[src/source/cachePkg.sv]
// ############################
// widths, word and address types,
// CPU and bus opcodes, line and controller states
// ############################
package cachePkg;

    localparam int addrWidth = 16;  // one word per address
    localparam int wordWidth = 32;

    typedef logic [addrWidth-1:0] addrT;
    typedef logic [wordWidth-1:0] wordT;

    // request from the processor
    typedef enum logic [1:0] {
        cpuIdle  = 2'd0,
        cpuRead  = 2'd1,
        cpuWrite = 2'd2
    } cpuOpT;

    // messages seen on the shared bus
    typedef enum logic [1:0] {
        busNone       = 2'd0,
        busReadMiss   = 2'd1,
        busWriteMiss  = 2'd2,
        busInvalidate = 2'd3
    } busOpT;

    typedef enum logic [1:0] {
        lineInvalid  = 2'd0,
        lineShared   = 2'd1,
        lineModified = 2'd2
    } lineStateT;

    typedef enum logic [1:0] {
        ctrlReady     = 2'd0,
        ctrlWriteBack = 2'd1,  // old line or snooped line going to memory
        ctrlFetch     = 2'd2,  // refill after a miss
        ctrlRespond   = 2'd3   // cpuDone cycle
    } ctrlStateT;

endpackage

[src/source/cacheIfs.sv]
// ############################
// line-store interface and
// memory-request interface
// ############################
`timescale 1ns/1ps

interface lineIf;
    import cachePkg::*;

    // load request from the controller
    logic      update;
    lineStateT newState;
    addrT      newTag;
    wordT      newData;

    // current contents and compare results
    lineStateT state;
    addrT      tag;
    wordT      data;
    logic      cpuHit;
    logic      snoopHit;

    modport ctrl (
        output update, newState, newTag, newData,
        input  state, tag, data, cpuHit, snoopHit
    );

    modport store (
        input  update, newState, newTag, newData,
        output state, tag, data, cpuHit, snoopHit
    );

endinterface

interface memIf;
    import cachePkg::*;

    logic start;  // one-cycle pulse
    logic write;
    addrT addr;
    wordT wdata;
    logic busy;
    logic done;   // one-cycle pulse with rdata valid
    wordT rdata;

    modport ctrl (
        output start, write, addr, wdata,
        input  busy, done, rdata
    );

    modport port (
        input  start, write, addr, wdata,
        output busy, done, rdata
    );

endinterface

[src/source/cacheLineStore.sv]
// ############################
// single cache line: state, tag, data
// and the CPU and snoop hit compares
// ############################
`timescale 1ns/1ps

module cacheLineStore (
    input  logic           clk,
    input  logic           reset,
    input  cachePkg::addrT cpuAddr,
    input  cachePkg::addrT snoopAddr,
    lineIf.store           line
);
    import cachePkg::*;

    lineStateT state;
    addrT      tag;
    wordT      data;
    logic      valid;

    always_ff @(posedge clk) begin
        if (reset) begin
            state <= lineInvalid;
            tag   <= '0;
        end else if (line.update) begin
            state <= line.newState;
            tag   <= line.newTag;
        end
    end

    // data word itself
    always_ff @(posedge clk) begin
        if (line.update) begin
            data <= line.newData;
        end
    end

    assign valid = (state != lineInvalid);

    assign line.state    = state;
    assign line.tag      = tag;
    assign line.data     = data;
    assign line.cpuHit   = valid && (tag == cpuAddr);
    assign line.snoopHit = valid && (tag == snoopAddr);  // qualified by snoopOp in the ctrl

endmodule

[src/source/cacheTop.sv]
// ############################
// snooping MSI cache, top level
// ############################
`timescale 1ns/1ps

module cacheTop (
    input  logic             clk,
    input  logic             reset,

    // CPU side
    input  cachePkg::cpuOpT  cpuOp,
    input  cachePkg::addrT   cpuAddr,
    input  cachePkg::wordT   cpuWData,
    output logic             cpuDone,
    output cachePkg::wordT   cpuRData,

    // shared bus
    output cachePkg::busOpT  busOut,
    output cachePkg::addrT   busOutAddr,
    input  cachePkg::busOpT  snoopOp,
    input  cachePkg::addrT   snoopAddr,

    // memory
    output logic             memReq,
    output logic             memWrite,
    output cachePkg::addrT   memAddr,
    output cachePkg::wordT   memWData,
    input  logic             memDone,
    input  cachePkg::wordT   memRData
);

    lineIf lineBus ();
    memIf  memBus ();

    cacheLineStore lineStore_i (
        .clk       (clk),
        .reset     (reset),
        .cpuAddr   (cpuAddr),
        .snoopAddr (snoopAddr),
        .line      (lineBus.store)
    );

    coherenceController ctrl_i (
        .clk        (clk),
        .reset      (reset),
        .cpuOp      (cpuOp),
        .cpuWData   (cpuWData),
        .cpuAddr    (cpuAddr),
        .snoopOp    (snoopOp),
        .cpuDone    (cpuDone),
        .cpuRData   (cpuRData),
        .busOut     (busOut),
        .busOutAddr (busOutAddr),
        .line       (lineBus.ctrl),
        .mem        (memBus.ctrl)
    );

    memPort memPort_i (
        .clk      (clk),
        .reset    (reset),
        .mem      (memBus.port),
        .memReq   (memReq),
        .memWrite (memWrite),
        .memAddr  (memAddr),
        .memWData (memWData),
        .memDone  (memDone),
        .memRData (memRData)
    );

endmodule

[src/source/coherenceController.sv]
// ############################
// MSI controller FSM: hits, misses,
// snoops, bus broadcasts, memory traffic
// ############################
`timescale 1ns/1ps

module coherenceController (
    input  logic             clk,
    input  logic             reset,
    input  cachePkg::cpuOpT  cpuOp,
    input  cachePkg::wordT   cpuWData,
    input  cachePkg::addrT   cpuAddr,
    input  cachePkg::busOpT  snoopOp,
    output logic             cpuDone,
    output cachePkg::wordT   cpuRData,
    output cachePkg::busOpT  busOut,
    output cachePkg::addrT   busOutAddr,
    lineIf.ctrl              line,
    memIf.ctrl               mem
);
    import cachePkg::*;

    ctrlStateT state;
    ctrlStateT stateNext;
    logic      snoopWb;      // current write-back was forced by a snoop
    logic      snoopWbNext;
    lineStateT wbState;      // where the line goes after a snoop write-back
    lineStateT wbStateNext;
    logic      cpuDoneNext;
    wordT      cpuRDataNext;
    busOpT     busOutNext;
    addrT      busOutAddrNext;
    logic      snoopAct;

    assign snoopAct = line.snoopHit && (snoopOp != busNone);

    always_comb begin
        stateNext      = state;
        snoopWbNext    = snoopWb;
        wbStateNext    = wbState;
        cpuDoneNext    = 1'b0;
        cpuRDataNext   = cpuRData;
        busOutNext     = busNone;  // broadcasts are single pulses
        busOutAddrNext = busOutAddr;
        line.update    = 1'b0;
        line.newState  = line.state;
        line.newTag    = line.tag;
        line.newData   = line.data;
        mem.start      = 1'b0;
        mem.write      = 1'b0;
        mem.addr       = line.tag;   // write-back of the held line
        mem.wdata      = line.data;

        case (state)
            ctrlReady: begin
                if (snoopAct) begin
                    // snoop wins, CPU request waits
                    if (line.state == lineModified) begin
                        mem.start   = 1'b1;
                        mem.write   = 1'b1;
                        snoopWbNext = 1'b1;
                        wbStateNext = (snoopOp == busReadMiss) ? lineShared : lineInvalid;
                        stateNext   = ctrlWriteBack;
                    end else if (snoopOp != busReadMiss) begin
                        line.update   = 1'b1;
                        line.newState = lineInvalid;
                    end
                end else if (cpuOp == cpuRead && line.cpuHit) begin
                    cpuDoneNext  = 1'b1;
                    cpuRDataNext = line.data;
                    stateNext    = ctrlRespond;
                end else if (cpuOp == cpuWrite && line.cpuHit) begin
                    line.update   = 1'b1;
                    line.newState = lineModified;
                    line.newData  = cpuWData;
                    if (line.state == lineShared) begin
                        busOutNext     = busInvalidate;  // other sharers drop their copy
                        busOutAddrNext = cpuAddr;
                    end
                    cpuDoneNext = 1'b1;
                    stateNext   = ctrlRespond;
                end else if (cpuOp != cpuIdle && !mem.busy) begin
                    busOutNext     = (cpuOp == cpuWrite) ? busWriteMiss : busReadMiss;
                    busOutAddrNext = cpuAddr;
                    snoopWbNext    = 1'b0;
                    mem.start      = 1'b1;
                    if (line.state == lineModified) begin
                        mem.write = 1'b1;  // dirty victim first
                        stateNext = ctrlWriteBack;
                    end else begin
                        mem.addr  = cpuAddr;
                        stateNext = ctrlFetch;
                    end
                end
            end

            ctrlWriteBack: begin
                if (mem.done) begin
                    if (snoopWb) begin
                        line.update   = 1'b1;
                        line.newState = wbState;
                        stateNext     = ctrlReady;
                    end else begin
                        mem.start = 1'b1;
                        mem.addr  = cpuAddr;  // CPU holds its request during the miss
                        stateNext = ctrlFetch;
                    end
                end
            end

            ctrlFetch: begin
                if (mem.done) begin
                    line.update = 1'b1;
                    line.newTag = cpuAddr;
                    if (cpuOp == cpuWrite) begin
                        line.newState = lineModified;
                        line.newData  = cpuWData;
                    end else begin
                        line.newState = lineShared;
                        line.newData  = mem.rdata;
                        cpuRDataNext  = mem.rdata;
                    end
                    cpuDoneNext = 1'b1;
                    stateNext   = ctrlRespond;
                end
            end

            ctrlRespond: stateNext = ctrlReady;  // CPU not sampled here

            default: stateNext = ctrlReady;
        endcase
    end

    always_ff @(posedge clk) begin
        if (reset) begin
            state   <= ctrlReady;
            snoopWb <= 1'b0;
            wbState <= lineInvalid;
            cpuDone <= 1'b0;
            busOut  <= busNone;
        end else begin
            state   <= stateNext;
            snoopWb <= snoopWbNext;
            wbState <= wbStateNext;
            cpuDone <= cpuDoneNext;
            busOut  <= busOutNext;
        end
    end

    always_ff @(posedge clk) begin
        cpuRData   <= cpuRDataNext;
        busOutAddr <= busOutAddrNext;
    end

endmodule

[src/source/memPort.sv]
// ############################
// memory request register and
// request/done handshake
// ############################
`timescale 1ns/1ps

module memPort (
    input  logic           clk,
    input  logic           reset,
    memIf.port             mem,
    output logic           memReq,
    output logic           memWrite,
    output cachePkg::addrT memAddr,
    output cachePkg::wordT memWData,
    input  logic           memDone,
    input  cachePkg::wordT memRData
);
    import cachePkg::*;

    logic reqActive;
    logic writeReg;
    logic doneReg;
    addrT addrReg;
    wordT wdataReg;
    wordT rdataReg;

    always_ff @(posedge clk) begin
        if (reset) begin
            reqActive <= 1'b0;
            writeReg  <= 1'b0;
            doneReg   <= 1'b0;
        end else begin
            doneReg <= 1'b0;
            if (reqActive) begin
                if (memDone) begin
                    reqActive <= 1'b0;
                    doneReg   <= 1'b1;  // one cycle behind memDone
                end
            end else if (mem.start) begin
                reqActive <= 1'b1;
                writeReg  <= mem.write;
            end
        end
    end

    always_ff @(posedge clk) begin
        if (!reqActive && mem.start) begin
            addrReg  <= mem.addr;
            wdataReg <= mem.wdata;
        end
        if (reqActive && memDone) begin
            rdataReg <= memRData;
        end
    end

    assign memReq   = reqActive;  // fields stay put until memDone
    assign memWrite = writeReg;
    assign memAddr  = addrReg;
    assign memWData = wdataReg;

    assign mem.busy  = reqActive;
    assign mem.done  = doneReg;
    assign mem.rdata = rdataReg;

endmodule

[config.mk]
export PLATFORM = sky130hd
export DESIGN_NAME = cacheTop
export DESIGN_NICKNAME = d
export VERILOG_FILES = /design/src/source/cachePkg.sv /design/src/source/cacheIfs.sv /design/src/source/cacheLineStore.sv /design/src/source/cacheTop.sv /design/src/source/coherenceController.sv /design/src/source/memPort.sv
export SDC_FILE = /design/constraint.sdc
export NUM_CORES = 1
export LEC_CHECK = 0
export ABC_AREA = 1
export BUFFER_PORTS_ARGS = -buffer_cell sky130_fd_sc_hd__buf_2
export CELL_PAD_IN_SITES_DETAIL_PLACEMENT = 0
export CELL_PAD_IN_SITES_GLOBAL_PLACEMENT = 1
export CORE_UTILIZATION = 41
export CTS_CLUSTER_DIAMETER = 40
export DETAILED_ROUTE_END_ITERATION = 16
export PLACE_DENSITY_LB_ADDON = 0.1
export SLEW_MARGIN = 10
export SYNTH_ARGS = -nofsm -noshare
export SYNTH_HDL_FRONTEND = slang
export SYNTH_SLANG_ARGS = --single-unit
[constraint.sdc]
create_clock -name clk -period 4.4 [get_ports clk]
set_input_delay 0.22 -clock clk [delete_from_list [all_inputs] [get_ports clk]]
set_output_delay 0.22 -clock clk [all_outputs]
set_load 0.01 [all_outputs]
==> qor.txt <==
Via density: 4.787
CP Data Arrival Time: 3.03 ns
GRT Total Usage: 21.65%
Grt ovf: 0
Switching pwr: 2.121 mW
PortBufs: 203
Max Fclk: 345.9 MHz
HP Class: input port to flop
DRC: 0
Main combinational cell family by area after synthesis: simple AND/OR/NAND/NOR gates
Clock power share: 26.0%
Post-synthesis cell type count: 38
Combinational share of power: 30.5%
Clock Path Buffers: 2
Syn-to-layout area delta: 26.85%
CP delay by family, top: simple AND/OR/NAND/NOR gates
Final WL: 22.59 mm
First-pass GRT wire length: 34.62 mm
Sw Ratio: 35.33%
# H-tree levels: 4
RePlAce Congestion: 0.8449
Number of global-route vias before repair: 6264
DR iter-0 viols: 407
Hold_buf cts: 33
Worst r2r src: lineStore_i.line.tag[6]$_SDFFE_PP0P_
Cts repair resizes: 0
Startpoint class of the critical path: flop
Die H: 146.2 um
Max Cap Violations: 0
Worst r2r dst: memPort_i.memWData[4]$_DFFE_PP_
Final setup fails: 0
Int Pwr: 3.881 mW
CTS tree: yes
Antenna viol nets, final: 0
Num CTS Buffers: 17
Synthesis Warnings: 0
Number of cell rows: 52
Syn Nets: 941
Share of layout cells above drive strength 1: 30.34%
Reg2reg path depth: 15
Final nets: 1185
Final Power: 6.002 mW
Via count: 6515
Footprint of the multi-input gates: 2791 um^2
Sequential area share after synthesis: 62.92%
Req. time, crit path: 4.53 ns
Xor and xnor area share after synthesis: 0.6163%
Post-CTS Setup Inserts: 0
Layout fillers: 1903
CTS root buf: clkbuf_16
DP Cell Count: 1296
Share of power burned in registers: 43.5%
R2R setup slack: 1.51 ns
Pwr dens: 554.9 nW/um^2
Largest net degree at the start of global routing: 34
Die Area: 21380 um^2
VDD IR max: 0.0005098 V
Compound-Gate Fraction of Synth Area: 7.263%
Synthesized cell area: 8527 um^2
CP Capture Type: flop
Mean Syn Cell Area: 10.22 um^2
Hold Worst Slack: 0.03623 ns
Worst Tran Pin Value: 1.051 ns
CP Class: flop to flop
I/O pins: 204
Simple-Gate Fraction of Synth Area: 19.78%
Post-synthesis mux area share: 4.226%
Flops & latches, synth: 188
Setup TNS: 0 ns
RSZ-0062 raised after global routing: no
DP HPWL: 15.88 mm
Worst path bufs/invs: 4
Leakage: 4.646 nW
Commonest non-fill, non-tap cell in the layout: nand2_1
Slowest stage delay, CP: 0.54 ns
Crit path cell chain: inv_2, nand2_2, nand2_2, nor2_2, nand2_2, nor2_4, nand3_4, nand2_1, nand2_1, clkinv_1, nand3_2, nand2_1, nand2_2, inv_2, buf_4
Hold path cells: 1
Hold Crit Endpoint: ctrl_i.busOutAddr[0]$_DFFE_PP_
CTS clock-pin slew for the worst setup and hold paths: 0.08 ns
Synth Area in Adders: 0.5869%
Slowest CP cell: inv_2
Cell Count, Final, Fillers Out: 1361
Crit-path max FO: 33
Reg area: 5365 um^2
Initial Util: 42.01%
Final worst-path cycle share: 65.71%
Outcome: complete, no violations
First-pass iteration count of the detailed router: 4
Core ar.: 20300 um^2
Max-slew headroom: 29.80%
Clock Skew: 0.01551 ns
Antenna violations before repair: 1
Most frequent cells in the layout: nand2_1 (260), buf_2 (203), edfxtp_1 (160), nor2_1 (72), inv_1 (53)
Final Hold Vio Count: 0
Tmin final: 2.891 ns
CP most frequent cell: nand2_2
Worst-Skew Late Latency: 0.44 ns
# diodes: 0
Clock Sinks: 188
Final Max Slew Viols: 0
Die width: 146.2 um
Mapped Cells: 834
Wire length per cell: 16.60 um
Hold wc startpoint: cpuAddr[0]
[synthesized netlist by cell type (all sizes together)]
master    n  area, um^2
buf       8       55.05
o21ai    43       215.2
mux2     32       360.4
edfxtp  160        4805
nand2   268        1031
a21oi    47       261.5
nor2     82       337.8
nand4     8       56.30
nand3    30       195.2
dfxtp    28       560.5
nor3b     1       7.510
o211ai    1       12.51
ha        4       50.05
nor3      1       5.000
inv      73       274.0
nor4      1       6.260
clkbuf   14       52.55
clkinv    3       11.26
xnor2     5       43.79
o211a     1       10.01
xor2      1       8.760
nand3b    3       22.52
a22oi    16       120.1
and2      4       25.03
[power groups by stage]
stage / Sequential, mW / Combinational [mW] / Clock [mW]
after floorplan: 2.84 / 0.877 / 0
after global placement: 2.65 / 1.84 / 0
after detailed placement: 2.65 / 1.84 / 0
after CTS: 2.62 / 1.87 / 1.59
after global routing: 2.65 / 2.02 / 1.65
final: 2.61 / 1.83 / 1.56
[layer usage]
layer  share of wire, %  GRT usage (%)
met1                 46          29.27
met2                 46          34.62
met3                5.4          3.844
met4                2.8          8.542
met5                  0              0
[cell type report]
class / count / share of cell area, %
flip-flops and latches: 188 / 49.60
multi-input cells: 548 / 25.81
repair buffers: 247 / 13.21
clock buffers: 17 / 3.933
well taps: 270 / 3.123
inverters: 76 / 2.637
clock inverters: 15 / 1.689
[state kept, by name, indices dropped and copies added, names as in the netlist, 2 cells and up]
register                count
ctrl_i.cpuRData            32
memPort_i.mem.rdata        32
lineStore_i.line.data      32
ctrl_i.busOutAddr          16
memPort_i.memWData         32
lineStore_i.line.tag       16
ctrl_i.busOut               2
lineStore_i.line.state      2
ctrl_i.state                2
memPort_i.memAddr          16
[stage by stage]
| stage | setup WS [ns] | utilization (%) | instance area (um^2) |
|---|---|---|---|
| after detailed placement | 1.439 | 48.66 | 9878 |
| after global routing | 1.250 | 53.29 | 10820 |
| after CTS | 1.443 | 53.29 | 10820 |
| after floorplan | 1.273 | - | 8527 |
| final | 1.509 | 53.29 | 10820 |
| after global placement | 1.489 | 48.66 | 9878 |
[cell families after synthesis]
| family | count (synthesis) |
|---|---|
| buf+inv | 98 |
| xor+xnor | 6 |
| flops | 188 |
| mux | 32 |
| simple gates | 398 |
| fa+ha+maj | 4 |
| compound gates | 108 |
[how the worst max path moves through the flow]
stage | start | to | slack (ns) | cells past startpoint
2_1_floorplan | lineStore_i.line.tag[0]$_SDFFE_PP0P_ | lineStore_i.line.data[0]$_DFFE_PP_ | 1.27 | 14
3_3_place_gp | lineStore_i.line.tag[6]$_SDFFE_PP0P_ | memPort_i.memWData[12]$_DFFE_PP_ | 1.49 | 15
3_5_place_dp | lineStore_i.line.tag[6]$_SDFFE_PP0P_ | memPort_i.memWData[12]$_DFFE_PP_ | 1.44 | 15
4_1_cts | lineStore_i.line.tag[6]$_SDFFE_PP0P_ | memPort_i.memWData[4]$_DFFE_PP_ | 1.44 | 15
5_1_grt | lineStore_i.line.tag[14]$_SDFFE_PP0P_ | lineStore_i.line.data[16]$_DFFE_PP_ | 1.25 | 13
6_report | lineStore_i.line.tag[6]$_SDFFE_PP0P_ | memPort_i.memWData[4]$_DFFE_PP_ | 1.51 | 15
No activity file was read; power rests on OpenSTA's default activity.
